## src/prefixArith_macros.svh

```systemverilog
`ifndef PREFIXARITH_MACROS_SVH
`define PREFIXARITH_MACROS_SVH

// operand and result width, one memory word
`define DATA_W 16

// word address width of the shared memory
`define ADDR_W 8

`endif
```

## src/prefixArith_pkg.sv

```systemverilog
`default_nettype none

`include "prefixArith_macros.svh"

package prefixArith_pkg;

	// operation of one job
	typedef enum logic {
		ARITH_ADD = 1'b0,
		ARITH_SUB = 1'b1  // a minus b
	} arithOp_e;

	// one job: d = a op b, all word addresses
	typedef struct packed {
		arithOp_e          op;
		logic [`ADDR_W-1:0] adrA;  // first operand
		logic [`ADDR_W-1:0] adrB;  // second operand
		logic [`ADDR_W-1:0] adrD;  // destination
	} arithCmd_t;

endpackage

`default_nettype wire

```

## src/wbBus_if.sv

```systemverilog
`timescale 1ns/1ps
`default_nettype none

`include "prefixArith_macros.svh"

// wishbone classic, single transfers only
interface wbBus_if;
	logic               cyc;   // bus cycle, held for a whole job
	logic               stb;   // transfer strobe
	logic               we;    // write enable
	logic [`ADDR_W-1:0] adr;   // word address
	logic [`DATA_W-1:0] datW;  // write data
	logic [`DATA_W-1:0] datR;  // read data, valid with ack
	logic               ack;   // one-cycle transfer ack

	modport master (
		output cyc, stb, we, adr, datW,
		input  datR, ack
	);

	modport slave (
		input  cyc, stb, we, adr, datW,
		output datR, ack
	);
endinterface

`default_nettype wire

```

## src/prefixArith.sv

```systemverilog
`timescale 1ns/1ps
`default_nettype none

`include "prefixArith_macros.svh"

// two add/sub engines sharing one wishbone port
module prefixArith import prefixArith_pkg::*; (
	input  logic               clk,
	input  logic               rstN,
	// engine 0, sklansky adder
	input  logic               start0,
	input  arithOp_e           op0,
	input  logic [`ADDR_W-1:0] adrA0,
	input  logic [`ADDR_W-1:0] adrB0,
	input  logic [`ADDR_W-1:0] adrD0,
	output logic               busy0,
	output logic               done0,
	output logic               carry0,
	// engine 1, serial adder
	input  logic               start1,
	input  arithOp_e           op1,
	input  logic [`ADDR_W-1:0] adrA1,
	input  logic [`ADDR_W-1:0] adrB1,
	input  logic [`ADDR_W-1:0] adrD1,
	output logic               busy1,
	output logic               done1,
	output logic               carry1,
	// shared memory port
	output logic               wbCyc,
	output logic               wbStb,
	output logic               wbWe,
	output logic [`ADDR_W-1:0] wbAdr,
	output logic [`DATA_W-1:0] wbDatW,
	input  logic [`DATA_W-1:0] wbDatR,
	input  logic               wbAck
);

	arithCmd_t cmd0;
	arithCmd_t cmd1;

	wbBus_if bus0 ();
	wbBus_if bus1 ();
	wbBus_if busExt ();  // arbiter output

	assign cmd0 = '{op: op0, adrA: adrA0, adrB: adrB0, adrD: adrD0};
	assign cmd1 = '{op: op1, adrA: adrA1, adrB: adrB1, adrD: adrD1};

	arithEngine #(
		.speed(2)
	) u_eng0 (
		.clk(clk),
		.rstN(rstN),
		.start(start0),
		.cmd(cmd0),
		.busy(busy0),
		.done(done0),
		.carry(carry0),
		.wb(bus0.master)
	);

	arithEngine #(
		.speed(0)
	) u_eng1 (
		.clk(clk),
		.rstN(rstN),
		.start(start1),
		.cmd(cmd1),
		.busy(busy1),
		.done(done1),
		.carry(carry1),
		.wb(bus1.master)
	);

	wbArbiter u_arb (
		.clk(clk),
		.rstN(rstN),
		.m0(bus0.slave),
		.m1(bus1.slave),
		.s(busExt.master)
	);

	assign wbCyc       = busExt.cyc;
	assign wbStb       = busExt.stb;
	assign wbWe        = busExt.we;
	assign wbAdr       = busExt.adr;
	assign wbDatW      = busExt.datW;
	assign busExt.datR = wbDatR;
	assign busExt.ack  = wbAck;

endmodule

`default_nettype wire

```

## src/wbArbiter.sv

```systemverilog
`timescale 1ns/1ps
`default_nettype none

// round-robin arbiter, two wishbone masters onto one bus
// owner keeps the bus as long as its cyc stays high
module wbArbiter (
	input  logic   clk,
	input  logic   rstN,
	wbBus_if.slave  m0,
	wbBus_if.slave  m1,
	wbBus_if.master s
);

	logic owned;     // registered grant valid
	logic ownIdx;    // registered grant owner
	logic lastIdx;   // master served last
	logic sel;       // effective grant this cycle
	logic selValid;

	// hold the owner, else pick without losing a cycle
	always_comb begin
		if (owned && (ownIdx ? m1.cyc : m0.cyc)) begin
			sel      = ownIdx;
			selValid = 1'b1;
		end else if (m0.cyc && m1.cyc) begin
			sel      = ~lastIdx;  // the one not served last
			selValid = 1'b1;
		end else begin
			sel      = m1.cyc;
			selValid = m0.cyc | m1.cyc;
		end
	end

	always_ff @(posedge clk or negedge rstN) begin
		if (!rstN) begin
			owned   <= 1'b0;
			ownIdx  <= 1'b0;
			lastIdx <= 1'b1;  // m0 first on a tie
		end else begin
			owned  <= selValid;
			ownIdx <= sel;
			if (selValid) lastIdx <= sel;
		end
	end

	// request mux
	assign s.cyc  = selValid;
	assign s.stb  = selValid & (sel ? m1.stb : m0.stb);
	assign s.we   = sel ? m1.we : m0.we;
	assign s.adr  = sel ? m1.adr : m0.adr;
	assign s.datW = sel ? m1.datW : m0.datW;

	// responses to the granted master only
	assign m0.ack  = s.ack & selValid & ~sel;
	assign m1.ack  = s.ack & selValid & sel;
	assign m0.datR = sel ? '0 : s.datR;
	assign m1.datR = sel ? s.datR : '0;

endmodule

`default_nettype wire

```

## src/arithEngine.sv

```systemverilog
`timescale 1ns/1ps
`default_nettype none

`include "prefixArith_macros.svh"

// memory-to-memory add/sub engine, wishbone master
// job: read a, read b, write d, all under one cyc
module arithEngine import prefixArith_pkg::*; #(
	parameter int speed = 2  // prefix structure of the adder
) (
	input  logic      clk,
	input  logic      rstN,
	input  logic      start,  // one-cycle pulse, ignored while busy
	input  arithCmd_t cmd,
	output logic      busy,
	output logic      done,   // one cycle after the write ack
	output logic      carry,  // cout of the last job, 1 = no borrow on sub
	wbBus_if.master   wb
);

	typedef enum logic [2:0] {
		S_IDLE,
		S_RDA,
		S_RDB,
		S_WR,
		S_FIN
	} state_e;

	state_e             state;
	arithCmd_t          cmdQ;      // latched job
	logic [`DATA_W-1:0] opA;
	logic [`DATA_W-1:0] opB;
	logic [`DATA_W-1:0] addB;      // b or ~b
	logic [`DATA_W-1:0] sum;
	logic               cout;
	logic               isSub;
	logic               cycQ;
	logic               stbQ;
	logic               xferDone;  // current transfer acked
	logic               accept;

	assign isSub    = (cmdQ.op == ARITH_SUB);
	assign addB     = isSub ? ~opB : opB;  // a - b = a + ~b + 1
	assign xferDone = stbQ & wb.ack;
	assign accept   = start & ~busy;

	prefixAdder #(
		.speed(speed)
	) u_adder (
		.a(opA),
		.b(addB),
		.cin(isSub),
		.sum(sum),
		.cout(cout)
	);

	always_ff @(posedge clk or negedge rstN) begin
		if (!rstN) begin
			state <= S_IDLE;
			cycQ  <= 1'b0;
			stbQ  <= 1'b0;
			carry <= 1'b0;
		end else begin
			case (state)
				S_IDLE, S_FIN: begin
					if (accept) begin  // cyc and stb up together
						state <= S_RDA;
						cycQ  <= 1'b1;
						stbQ  <= 1'b1;
					end else begin
						state <= S_IDLE;
					end
				end
				S_RDA: begin
					if (xferDone) begin
						state <= S_RDB;
						stbQ  <= 1'b0;  // one idle cycle between transfers
					end
				end
				S_RDB: begin
					if (xferDone) begin
						state <= S_WR;
						stbQ  <= 1'b0;
					end else begin
						stbQ <= 1'b1;  // raise after the gap, hold until ack
					end
				end
				S_WR: begin
					if (xferDone) begin
						state <= S_FIN;
						stbQ  <= 1'b0;
						cycQ  <= 1'b0;  // release the bus
						carry <= cout;
					end else begin
						stbQ <= 1'b1;
					end
				end
				default: state <= S_IDLE;
			endcase
		end
	end

	// job and operand capture
	always_ff @(posedge clk) begin
		if (accept) cmdQ <= cmd;
		if (xferDone && state == S_RDA) opA <= wb.datR;
		if (xferDone && state == S_RDB) opB <= wb.datR;
	end

	always_comb begin
		case (state)
			S_RDA:   wb.adr = cmdQ.adrA;
			S_RDB:   wb.adr = cmdQ.adrB;
			default: wb.adr = cmdQ.adrD;
		endcase
	end

	assign wb.cyc  = cycQ;
	assign wb.stb  = stbQ;
	assign wb.we   = (state == S_WR);
	assign wb.datW = sum;  // operands steady during the write

	assign busy = (state == S_RDA) || (state == S_RDB) || (state == S_WR);
	assign done = (state == S_FIN);

endmodule

`default_nettype wire

```

## src/prefixAdder.sv

```systemverilog
`timescale 1ns/1ps
`default_nettype none

`include "prefixArith_macros.svh"

// parallel-prefix adder around PrefixAndOr, purely combinational
module prefixAdder #(
	parameter int speed = 2  // handed to the prefix network
) (
	input  logic [`DATA_W-1:0] a,
	input  logic [`DATA_W-1:0] b,
	input  logic               cin,
	output logic [`DATA_W-1:0] sum,
	output logic               cout
);

	logic [`DATA_W-1:0] gBit;   // bit generate
	logic [`DATA_W-1:0] pBit;   // bit propagate, also the half sum
	logic [`DATA_W-1:0] gIn;    // generate with cin folded into bit 0
	logic [`DATA_W-1:0] carry;  // carry out of each bit position

	assign gBit = a & b;
	assign pBit = a ^ b;
	assign gIn  = {gBit[`DATA_W-1:1], gBit[0] | (pBit[0] & cin)};

	PrefixAndOr #(
		.width(`DATA_W),
		.speed(speed)
	) u_prefix (
		.GI(gIn),
		.PI(pBit),
		.GO(carry),
		.PO()  // group propagate not needed, cin already folded in
	);

	assign sum  = pBit ^ {carry[`DATA_W-2:0], cin};  // carry into each bit
	assign cout = carry[`DATA_W-1];

endmodule

`default_nettype wire

```

## src/PrefixAndOr.sv

```systemverilog
`timescale 1ns/1ps
`default_nettype none

// generate/propagate prefix network for carry computation
// GO[i] is the group generate of bits i..0, PO[i] the group propagate
// speed 2 sklansky, 1 brent-kung, 0 serial chain
module PrefixAndOr #(
	parameter int width = 8,  // number of bit positions
	parameter int speed = 2   // depth versus cell count
) (
	input  logic [width-1:0] GI,  // bit generate
	input  logic [width-1:0] PI,  // bit propagate
	output logic [width-1:0] GO,  // group generate, i.e. carries
	output logic [width-1:0] PO   // group propagate
);

	localparam int dep = $clog2(width);  // levels of the log-depth trees

	if (speed == 2) begin : gSklansky
		logic [dep:0][width-1:0] gL;  // generate per level
		logic [dep:0][width-1:0] pL;  // propagate per level

		assign gL[0] = GI;
		assign pL[0] = PI;

		for (genvar l = 1; l <= dep; l++) begin : gLvl
			for (genvar i = 0; i < width; i++) begin : gCol
				// last bit of the lower half of this 2^l block
				localparam int src = ((i >> l) << l) + 2 ** (l - 1) - 1;
				if (((i >> (l - 1)) % 2) == 1) begin : gBlack
					assign gL[l][i] = gL[l-1][i] | (pL[l-1][i] & gL[l-1][src]);
					assign pL[l][i] = pL[l-1][i] & pL[l-1][src];
				end else begin : gWhite
					assign gL[l][i] = gL[l-1][i];  // lower half just passes
					assign pL[l][i] = pL[l-1][i];
				end
			end
		end

		assign GO = gL[dep];
		assign PO = pL[dep];
	end else if (speed == 1) begin : gBrentKung
		logic [2*dep-1:0][width-1:0] gL;  // up sweep, then down sweep
		logic [2*dep-1:0][width-1:0] pL;

		assign gL[0] = GI;
		assign pL[0] = PI;

		// up sweep, block tops collect their whole block
		for (genvar l = 1; l <= dep; l++) begin : gUp
			for (genvar i = 0; i < width; i++) begin : gCol
				if (((i + 1) % (2 ** l)) == 0) begin : gBlack
					assign gL[l][i] = gL[l-1][i] | (pL[l-1][i] & gL[l-1][i-2**(l-1)]);
					assign pL[l][i] = pL[l-1][i] & pL[l-1][i-2**(l-1)];
				end else begin : gWhite
					assign gL[l][i] = gL[l-1][i];
					assign pL[l][i] = pL[l-1][i];
				end
			end
		end

		// down sweep fills the mid points from left neighbours
		for (genvar l = dep + 1; l < 2 * dep; l++) begin : gDown
			for (genvar i = 0; i < width; i++) begin : gCol
				localparam int s = 2 * dep - l;  // span shrinks per level
				if ((((i + 1) % (2 ** s)) == 2 ** (s - 1)) && (i >= 2 ** s)) begin : gBlack
					assign gL[l][i] = gL[l-1][i] | (pL[l-1][i] & gL[l-1][i-2**(s-1)]);
					assign pL[l][i] = pL[l-1][i] & pL[l-1][i-2**(s-1)];
				end else begin : gWhite
					assign gL[l][i] = gL[l-1][i];
					assign pL[l][i] = pL[l-1][i];
				end
			end
		end

		assign GO = gL[2*dep-1];
		assign PO = pL[2*dep-1];
	end else begin : gSerial
		logic [width-1:0] gC;  // ripple chain
		logic [width-1:0] pC;

		assign gC[0] = GI[0];
		assign pC[0] = PI[0];

		for (genvar i = 1; i < width; i++) begin : gCol
			assign gC[i] = GI[i] | (PI[i] & gC[i-1]);
			assign pC[i] = PI[i] & pC[i-1];
		end

		assign GO = gC;
		assign PO = pC;
	end

endmodule

`default_nettype wire

```

## config.mk

```make
export PLATFORM = sky130hd
export DESIGN_NAME = prefixArith
export DESIGN_NICKNAME = d
export VERILOG_FILES = /design/src/prefixArith_pkg.sv /design/src/wbBus_if.sv /design/src/prefixArith.sv /design/src/wbArbiter.sv /design/src/arithEngine.sv /design/src/prefixAdder.sv /design/src/PrefixAndOr.sv
export VERILOG_INCLUDE_DIRS = /design/src
export SDC_FILE = /design/constraint.sdc
export NUM_CORES = 1
export LEC_CHECK = 0
export ABC_CLOCK_PERIOD_IN_PS = 11300
export BUFFER_PORTS_ARGS = -buffer_cell sky130_fd_sc_hd__buf_4
export CAP_MARGIN = 5
export CELL_PAD_IN_SITES_DETAIL_PLACEMENT = 1
export CELL_PAD_IN_SITES_GLOBAL_PLACEMENT = 1
export CORE_MARGIN = 1.5
export CORE_UTILIZATION = 46
export CTS_CLUSTER_DIAMETER = 60
export DETAILED_ROUTE_END_ITERATION = 10
export PLACE_DENSITY = 0.77
export SYNTH_ARGS = -nofsm -noshare
export SYNTH_HDL_FRONTEND = slang
export SYNTH_SLANG_ARGS = --single-unit
```

## constraint.sdc

```tcl
create_clock -name clk -period 11.3 [get_ports clk]
set_clock_uncertainty 0.2 [all_clocks]
set_input_delay 0.565 -clock clk [delete_from_list [all_inputs] [get_ports clk]]
set_output_delay 0.565 -clock clk [all_outputs]
set_load 0.01 [all_outputs]
```

==> results.sh, run 1 <==
export IMPL_hold_path_class="input pin to flip-flop"
export IMPL_io_pins=104
export IMPL_synth_top_flop_cell="edfxtp_1"
export IMPL_tightest_slew_ps=1260
export IMPL_cts_sinks=129
export IMPL_worst_path_max_delay_cell="fa_1"
export IMPL_syn_to_final_growth_pct=25.4
export IMPL_status="finished clean"
export IMPL_worst_path_max_fanout=16
export IMPL_slew_violations=0
export IMPL_drive_gt1_share_pct=25.2
export IMPL_p_leak_nw=3.05
export IMPL_clk_pin_slew_ps=60
export IMPL_first_global_vias=4609
export IMPL_cts_tree="yes"
export IMPL_setup_viol=0
export IMPL_ys_seq_area_share_pct=62.0
export IMPL_portBuffers=103
export IMPL_final_period_utilization_pct=80.1
export IMPL_hold_viol_final=0
export IMPL_die_h_um=118
export IMPL_r2r_setup_slack_ps=3640
export IMPL_crit_path_cell_trace="buf_4, xnor2_1, fa_1, fa_1, fa_1, fa_1, fa_1, fa_1, fa_1, fa_1, fa_1, fa_1, fa_1, fa_1, fa_1, fa_1, inv_1, fa_1, nand2_1, o21ai_1, buf_4"
export IMPL_worst_endpoint_required_ps=10540
export IMPL_routed_wl_mm=14.6
export IMPL_async_reset_ff_share_pct=11.6
export IMPL_gp_congestion=0.799
export IMPL_r2r_end="u_eng1.carry"
export IMPL_power_density_nw_per_um2=270
export IMPL_ctsHoldBuffers=1
export IMPL_fill_cells=1277
export IMPL_slew_headroom_pct=15.5
export IMPL_ys_warnings_count=0
export IMPL_holdWs_ps=127
export IMPL_synth_top_cells_by_count="edfxtp_1 (114), nor2_1 (37), inv_1 (26), a21oi_1 (25), xnor2_1 (23)"
export IMPL_cpMostUsedCell="fa_1"
export IMPL_insertion_delay_ps=410
export IMPL_vias_per_cell=5.27
export IMPL_fin_nets=668
export IMPL_cts_htree_levels=4
export IMPL_grt_ovfl_total=0
export IMPL_worstHoldStart="adrD1[0]"
export IMPL_whs_path_depth=1
export IMPL_regToRegStartpoint="u_eng1.isSub"
export IMPL_hold_path_endpoint="u_eng1.cmdQ[0]"
export IMPL_synthSimpleGateAreaFrac_pct=9.07
export IMPL_grt_antenna_before_repair=0
export IMPL_grt_max_degree=80
export IMPL_synthTopCellsByArea="edfxtp_1 (56%), fa_1 (6.2%), dfrtp_1 (5.7%)"
export IMPL_placedInstanceArea_um2=7120
export IMPL_synth_edf_count=114
export IMPL_preCtsSetupSlack_ps=2700
export IMPL_dp_hpwl_mm=10.1
export IMPL_cts_setup_buffers=0
export IMPL_drc=0
export IMPL_die_area_um2=14000
export IMPL_slowest_delay_ps=480
export IMPL_drt_first_pass_iters=4
export IMPL_initial_utilization_pct=47.8
export IMPL_fmax_mhz=111
export IMPL_yosys_area_share_adder_pct=9.07
export IMPL_synth_mux_area_share_pct=2.14
export IMPL_ys_types=40
export IMPL_fin_ws_ps=2250
export IMPL_critPathArrivalTime_ps=8280
export IMPL_min_period_ps=9050
export IMPL_synthesis_instances=453
export IMPL_synth_top_area_share_pct=55.9
export IMPL_rows=41
export IMPL_synth_most_common_cell="edfxtp_1"
export IMPL_start_kind="flip-flop"
export IMPL_ctsResizeCount=0
export IMPL_fin_tns_setup_ps=0
export IMPL_track_usage_pct=22.6
export IMPL_antenna_cells=0
export IMPL_finish_instance_area_um2=7680
export IMPL_synth_nets=557
export IMPL_num_vias=3940
export IMPL_cts_root_buf="clkbuf_16"
export IMPL_core_area_um2=12800
export IMPL_synth_compound_area_share_pct=8.76
export IMPL_routedWlPerCell_um=19.5
export IMPL_vdd_ir_drop_worst_uv=136
export IMPL_crit_type="flip-flop to output pin"
export IMPL_crit_path_end_kind="output pin"
export IMPL_chipWidth_um=118
export IMPL_drt_iter0_drc=146
export IMPL_ant_nets=0
export IMPL_netlist_area_um2=6130
export IMPL_synth_top_family_by_area="simple AND/OR/NAND/NOR gates"
export IMPL_rsz0062_at_grt="no"
export IMPL_grt_pass1_wl_mm=24.0
export IMPL_clockBufferDepth=2
export IMPL_avgSynthCellArea_um2=13.5
export IMPL_rr_worst_depth=19
export IMPL_synth_xor_area_share_pct=6.29
export IMPL_yosysTopAreaCell="edfxtp_1"
export IMPL_cap_violations=0
export IMPL_cts_made_buffers=17
export IMPL_ys_seq_elements=129
## cell usage in the layout (no fill, tap or decap), types with 2 or more instances in the layout
master	instances
edfxtp_1	114
buf_4	108
nor2_1	37
inv_1	26
a21oi_1	25
xnor2_1	23
o21ai_0	21
xor2_1	21
and2_1	19
nor2b_1	19
fa_1	19
clkbuf_16	17
nand2_1	15
ha_1	14
dfrtp_1	14
mux2i_1	12
a22oi_1	8
o22a_1	8
o221ai_1	8
clkinv_2	4
nand2b_1	3
nand3_1	3
or3_1	3
a21o_1	3
clkinvlp_4	3
o21a_1	2
nor2b_2	2
nor3_4	2
clkbuf_1	2
bufinv_16	2
clkinv_1	2
## cell families (layout without fill, tap and decap cells)
group | count (synthesis) | count (layout)
buf+inv | 43 | 166
compound gates | 82 | 82
flops | 129 | 129
xor+xnor | 44 | 44
fa+ha+maj | 33 | 33
simple gates | 109 | 109
mux | 13 | 13
## how the worst max path moves through the flow
stage | startpoint | endpoint | slack (ps) | cells after the start
2_1_floorplan | u_eng1.isSub | wbDatW[15] | 2820 | 21
3_3_place_gp | u_eng1.isSub | wbDatW[15] | 2870 | 21
3_5_place_dp | u_eng1.isSub | wbDatW[15] | 2700 | 21
4_1_cts | u_eng1.isSub | wbDatW[15] | 2140 | 21
5_1_grt | u_eng1.isSub | wbDatW[15] | 1970 | 21
6_report | u_eng1.isSub | wbDatW[15] | 2250 | 21
## where the power goes
part	internal, W	switching (W)	leakage (nW)
clock network	0.000320	0.000197	0.263
logic	0.000374	0.000491	1.56
registers	0.000641	0.0000549	1.22
## per-layer routing
layer	track usage, %	share of wire (%)	vias to the layer above
li1	-	-	1841
met1	25.9	40	1976
met2	40.9	54	106
met3	5.84	4.4	17
met4	7.76	1.4	0
met5	0	0	-
## stage by stage
step	power, W	cells	utilization [%]
3_5_place_dp	0.00157	716	55.5
2_1_floorplan	0.00119	453	-
3_3_place_gp	0.00153	716	55.5
6_report	0.00208	748	59.9
4_1_cts	0.00211	748	59.9
5_1_grt	0.00221	748	59.9
## flip-flops by register name, indices dropped and copies added, names as in the netlist, 3 cells and up
signal and cells:
u_eng0.opB 16, u_eng0.cmdQ 24, u_eng1.cmdQ 24, u_eng1.opB 16, u_eng1.state 3, u_eng1.opA 16, u_eng0.state 3, u_eng0.opA 16
## area by class of cell
type	instances	area, µm²	share of cell area [%]
Tap cell	172	215	2.80
Timing Repair Buffer	109	821	10.7
Multi-Input combinational cell	281	2200	28.6
Sequential cell	129	3800	49.4
Clock buffer	19	433	5.63
Inverter	26	97.6	1.27
Clock inverter	12	119	1.55
## worst max-delay path, delay by kind of cell, from the launching register on
family / cells / cell delay, ps
compound gates: 1 / 100
xor+xnor: 1 / 190
fa+ha+maj: 15 / 6620
buf+inv: 3 / 520
flops: 1 / 350
simple gates: 1 / 90
No activity file was read; power rests on OpenSTA's default activity.
==> run 2, diff against run 1 <==
ABC_AREA = 1   (was not set)
ABC_CLOCK_PERIOD_IN_PS = 8700   (was 11300)
CORE_UTILIZATION = 45   (was 46)
PLACE_DENSITY = 0.78   (was 0.77)
clock period = 8.7 ns   (was 11.3 ns; I/O delays follow)
==> run 2 against run 1 <==
Net effect:
- global-route usage grew 3.8 points
- sequential cell count is the same
- worst hold slack lost 110 ps
- sequential power grew 30%
- synthesized cell count grew 30%
- combinational power grew 51%
- clock power grew 40%
- non-clock buffer count grew 48
- die area grew 6.4%
- largest power group unchanged
==> results.sh, run 2 <==
export IMPL_status="finished clean"
export IMPL_regToRegStartpoint="u_eng1.isSub"
export IMPL_routed_wl_mm=18.5
export IMPL_r2r_end="u_eng1.carry"
export IMPL_drc=0
export IMPL_synth_nets=693
export IMPL_synth_edf_count=114
export IMPL_whs_path_depth=1
export IMPL_synth_top_cells_by_count="nand2_1 (146), edfxtp_1 (114), inv_1 (75), nor2_1 (52), xnor2_1 (22)"
export IMPL_ys_warnings_count=0
export IMPL_tightest_slew_ps=1230
export IMPL_dp_hpwl_mm=11.0
export IMPL_portBuffers=103
export IMPL_final_cell_mix="nand2_1 (146), edfxtp_1 (114), buf_4 (106)"
export IMPL_holdWs_ps=16.0
export IMPL_gp_congestion=0.803
export IMPL_min_period_ps=8470
export IMPL_final_period_utilization_pct=97.3
export IMPL_fmax_mhz=118
export IMPL_clockBufferDepth=2
export IMPL_p_leak_nw=3.69
export IMPL_synthesis_instances=589
export IMPL_crit_path_end_kind="output pin"
export IMPL_chipWidth_um=122
export IMPL_initial_utilization_pct=46.0
export IMPL_io_pins=104
export IMPL_synth_top_area_share_pct=53.6
export IMPL_hold_path_class="input pin to flip-flop"
export IMPL_netlist_area_um2=6390
export IMPL_async_reset_ff_share_pct=11.6
export IMPL_grt_pass1_wl_mm=28.5
export IMPL_drt_iter0_drc=206
export IMPL_ys_types=33
export IMPL_reg_top3="u_eng0.cmdQ x24, u_eng1.cmdQ x24"
export IMPL_worst_endpoint_required_ps=8070
export IMPL_synthTopCellsByArea="edfxtp_1 (54%), nand2_1 (8.6%), fa_1 (6.0%)"
export IMPL_cts_sinks=129
export IMPL_final_common_cell="nand2_1"
export IMPL_hold_path_endpoint="u_eng1.isSub"
export IMPL_synth_top_flop_cell="edfxtp_1"
export IMPL_num_vias=4815
export IMPL_setup_viol=0
export IMPL_routedWlPerCell_um=19.6
export IMPL_grt_max_degree=63
export IMPL_rows=43
export IMPL_hold_viol_final=0
export IMPL_clk_pin_slew_ps=50
export IMPL_cap_violations=0
export IMPL_cts_root_buf="clkbuf_16"
export IMPL_antenna_cells=0
export IMPL_drive_gt1_share_pct=22.5
export IMPL_ant_nets=0
export IMPL_avgSynthCellArea_um2=10.8
export IMPL_syn_to_final_growth_pct=32.6
export IMPL_crit_type="flip-flop to output pin"
export IMPL_critPathArrivalTime_ps=7830
export IMPL_slew_headroom_pct=17.9
export IMPL_synth_most_common_cell="nand2_1"
export IMPL_grt_ovfl_total=0
export IMPL_cts_made_buffers=17
export IMPL_first_global_vias=5383
export IMPL_final_util_pct=61.0
export IMPL_ys_seq_area_share_pct=59.5
export IMPL_track_usage_pct=26.4
export IMPL_vias_per_cell=5.09
export IMPL_r2r_setup_slack_ps=1400
export IMPL_vdd_ir_drop_worst_uv=185
export IMPL_rr_worst_depth=19
export IMPL_worst_path_max_fanout=3
export IMPL_yosysTopAreaCell="edfxtp_1"
export IMPL_grt_antenna_before_repair=0
export IMPL_die_h_um=122
export IMPL_start_kind="flip-flop"
export IMPL_insertion_delay_ps=420
export IMPL_fin_nets=857
export IMPL_cts_htree_levels=4
export IMPL_ys_seq_elements=129
export IMPL_die_area_um2=14900
export IMPL_core_area_um2=13900
export IMPL_slew_violations=0
export IMPL_cts_tree="yes"
export IMPL_drt_first_pass_iters=4
export IMPL_power_density_nw_per_um2=347
export IMPL_worstHoldStart="op1"
## run 2: worst max-delay path by stage
stage	from	to	slack, ps	depth (start not counted)
detailed placement	u_eng1.isSub	wbDatW[15]	420	20
CTS	u_eng1.isSub	wbDatW[15]	60	20
global placement	u_eng1.isSub	wbDatW[15]	620	20
finish	u_eng1.isSub	wbDatW[15]	230	20
global route	u_eng1.isSub	wbDatW[15]	-10	20
floorplan	u_eng1.isSub	wbDatW[15]	720	21
## run 2: through the flow
step                      setup WS [ps]  TNS, ps  instances  instance area, µm²  total power [W]
after floorplan                     723        0        589                6390          0.00166
after global placement              622        0        862                7350          0.00209
after detailed placement            417        0        862                7350          0.00216
after CTS                          59.5        0        944                8440          0.00292
after global routing              -10.0    -10.0        946                8470          0.00311
final                               233        0        946                8470          0.00294
## run 2: cell type report
type | count | area [µm²]
Tap cell | 180 | 225
Fill cell | 1433 | 5410
Multi-Input combinational cell | 361 | 2220
Inverter | 87 | 327
Sequential cell | 129 | 3800
Timing Repair Buffer | 157 | 1310
Clock buffer | 22 | 454
Clock inverter | 10 | 136
## run 2: power breakdown
| group | switching (W) | internal (W) |
|---|---|---|
| clock | 0.000265 | 0.000457 |
| combinational | 0.000826 | 0.000483 |
| sequential | 0.0000611 | 0.000844 |
| total | 0.00115 | 0.00178 |
## run 2: layer usage
| metal | track usage (%) | part of all wire [%] | routed length [µm] |
|---|---|---|---|
| met4 | 10.9 | 2.6 | 484 |
| met1 | 28.4 | 37 | 6780 |
| met2 | 49.5 | 55 | 10200 |
| met5 | 0 | 0 | 0 |
| met3 | 6.09 | 5.5 | 1010 |
## run 2: cells by family after synthesis
logic type               count (synthesis)  synth area share (%)
AND/OR/NAND/NOR                        241                  16.2
flip-flops                             129                  59.5
buffers and inverters                   99                  6.09
AO/OA/AOI/OAI                           46                  3.84
XOR/XNOR                                35                  4.80
adder cells (fa/ha/maj)                 33                  8.70
multiplexers                             6                 0.940
## run 2: timing repair
item,in CTS,in global routing
resized for setup,2,2
endpoints found under the hold margin,64,0
hold buffers,50,0
setup buffers,0,1
endpoints found under the setup margin,1,1
## run 2: critical path: stages, from the launching register on
cell and delay [ps]:
edfxtp_1 410, xnor2_1 190, fa_2 420, fa_1 420
fa_1 440, fa_1 440, fa_1 440, fa_1 440
fa_1 440, fa_2 410, fa_1 460, fa_2 390
fa_2 400, fa_1 440, fa_1 440, fa_1 430
inv_1 90, fa_1 430, nand2_1 100, nand2_1 70
buf_4 140
==> run 3, diff against run 2 <==
CORE_ASPECT_RATIO = 1.1   (was not set)
==> run 3 against run 2 <==
Net effect:
- worst hold slack better by 1.5 ps
- first-iteration DRC count is 7.3% higher
- via count is 0.69% lower
- critical path type unchanged
- largest cell class unchanged
==> results.sh, run 3 (synthesized netlist as in run 2, its figures left out) <==
export IMPL_crit_path_end_kind="output pin"
export IMPL_grt_max_degree=63
export IMPL_rsz0062_at_grt="no"
export IMPL_portBuffers=103
export IMPL_final_cell_mix="nand2_1 (146), edfxtp_1 (114), buf_4 (108)"
export IMPL_first_global_vias=5353
export IMPL_fin_ws_ps=260
export IMPL_vdd_ir_drop_worst_uv=232
export IMPL_ant_nets=0
export IMPL_tightest_slew_ps=1280
export IMPL_num_vias=4782
export IMPL_dp_hpwl_mm=11.3
export IMPL_reg_top3="u_eng0.cmdQ x24, u_eng1.cmdQ x24"
export IMPL_grt_ovfl_total=0
export IMPL_final_period_utilization_pct=97.0
export IMPL_antenna_cells=0
export IMPL_regArea_um2=3800
export IMPL_seqPwrFrac_pct=31.3
export IMPL_clockBufferDepth=2
export IMPL_critPathArrivalTime_ps=7810
export IMPL_status="finished clean"
export IMPL_drive_gt1_share_pct=23.1
export IMPL_clockPowerShare_pct=23.4
export IMPL_cap_violations=0
export IMPL_drt_iter0_drc=221
export IMPL_cts_made_buffers=17
export IMPL_die_h_um=128
export IMPL_slew_headroom_pct=14.5
export IMPL_final_common_cell="nand2_1"
export IMPL_cts_sinks=129
export IMPL_power_frac_comb_pct=45.3
export IMPL_cts_htree_levels=4
export IMPL_slew_violations=0
export IMPL_clk_pin_slew_ps=60
export IMPL_grt_antenna_before_repair=0
export IMPL_rows=45
export IMPL_fmax_mhz=118
export IMPL_gp_congestion=0.774
export IMPL_initial_utilization_pct=46.1
export IMPL_start_kind="flip-flop"
export IMPL_cts_root_buf="clkbuf_16"
export IMPL_p_int_w=0.00174
export IMPL_chipWidth_um=117
export IMPL_hold_path_class="input pin to flip-flop"
export IMPL_power_density_nw_per_um2=341
export IMPL_fin_tns_setup_ps=0
export IMPL_vias_per_cell=5.01
export IMPL_p_sw_w=0.00114
export IMPL_preCtsSetupSlack_ps=357
export IMPL_routedWlPerCell_um=19.3
export IMPL_hold_viol_final=0
export IMPL_worst_endpoint_required_ps=8070
export IMPL_routed_wl_mm=18.5
export IMPL_worst_path_max_fanout=4
export IMPL_p_leak_nw=3.69
export IMPL_insertion_delay_ps=410
export IMPL_grt_pass1_wl_mm=28.4
export IMPL_track_usage_pct=26.3
export IMPL_p_sw_share_pct=39.6
export IMPL_drt_first_pass_iters=4
export IMPL_syn_to_final_growth_pct=32.4
export IMPL_core_area_um2=13900
export IMPL_fill_cells=1479
export IMPL_setup_viol=0
export IMPL_die_area_um2=14900
export IMPL_cts_tree="yes"
export IMPL_io_pins=104
export IMPL_fin_nets=858
export IMPL_multi_input_area_um2=2220
export IMPL_drc=0
export IMPL_crit_type="flip-flop to output pin"
export IMPL_min_period_ps=8440
[run 3: per-stage QoR]
stage                     hold WS [ps]  utilization (%)  instance area (µm²)  instances  power [W]
after floorplan                  -60.6                -                 6390        589    0.00166
after global placement             105             53.1                 7360        870    0.00209
after detailed placement           103             53.1                 7360        870    0.00216
after CTS                       0.0275             60.6                 8390        949    0.00287
after global routing              4.58             61.1                 8460        955    0.00305
final                             17.5             61.1                 8460        955    0.00289
[run 3: metal layers]
metal  track usage (%)  share of wire [%]
met5                 0                  0
met4              12.1                3.7
met2              47.6                 54
met1              29.1                 38
met3              5.82                4.2
[run 3: final timing paths]
| kind | from | end | slack (ps) | depth (start not counted) |
|---|---|---|---|---|
| max in group asynchronous | rstN | u_arb.lastIdx | 7820 | 2 |
| max reg2reg | u_eng1.isSub | u_eng1.carry | 1500 | 19 |
| min reg2reg | u_eng0.carry | u_eng0.carry | 310 | 2 |
| min in group asynchronous | rstN | u_eng0.state[0] | 230 | 2 |
| max | u_eng1.isSub | wbDatW[15] | 260 | 20 |
| min | adrD1[7] | u_eng1.cmdQ[7] | 20 | 1 |
[run 3: power groups by stage]
| stage | logic (W) | clock network (W) | registers [W] |
|---|---|---|---|
| floorplan | 0.000768 | 0 | 0.000891 |
| global placement | 0.00119 | 0 | 0.000904 |
| detailed placement | 0.00124 | 0 | 0.000912 |
| CTS | 0.00129 | 0.000678 | 0.000902 |
| global route | 0.00143 | 0.000703 | 0.000913 |
| finish | 0.00131 | 0.000676 | 0.000904 |
[run 3: worst max-delay path, stage by stage, from the launching register on]
cell	delay, ps
edfxtp_1	450
xnor2_1	190
fa_1	480
fa_2	400
fa_2	390
fa_1	430
fa_1	430
fa_1	440
fa_1	450
fa_2	400
fa_1	450
fa_2	400
fa_2	400
fa_2	400
fa_1	440
fa_1	430
inv_1	90
fa_1	420
nand2_1	80
nand2_1	90
buf_4	160
[run 3: area by class of cell]
class | instances | share of cell area [%]
inverter | 87 | 3.86
multi-input combinational | 361 | 26.3
sequential | 129 | 44.9
timing repair buffer | 158 | 15.6
clock inverter | 9 | 0.976
tap | 188 | 2.78
clock buffer | 23 | 5.65
[run 3: repair_timing]
action                                  in CTS  in global routing
resized for setup                            3                  3
hold buffers                                45                  4
setup buffers                                2                  1
endpoints found under the setup margin       1                  1
endpoints found under the hold margin       59                  4
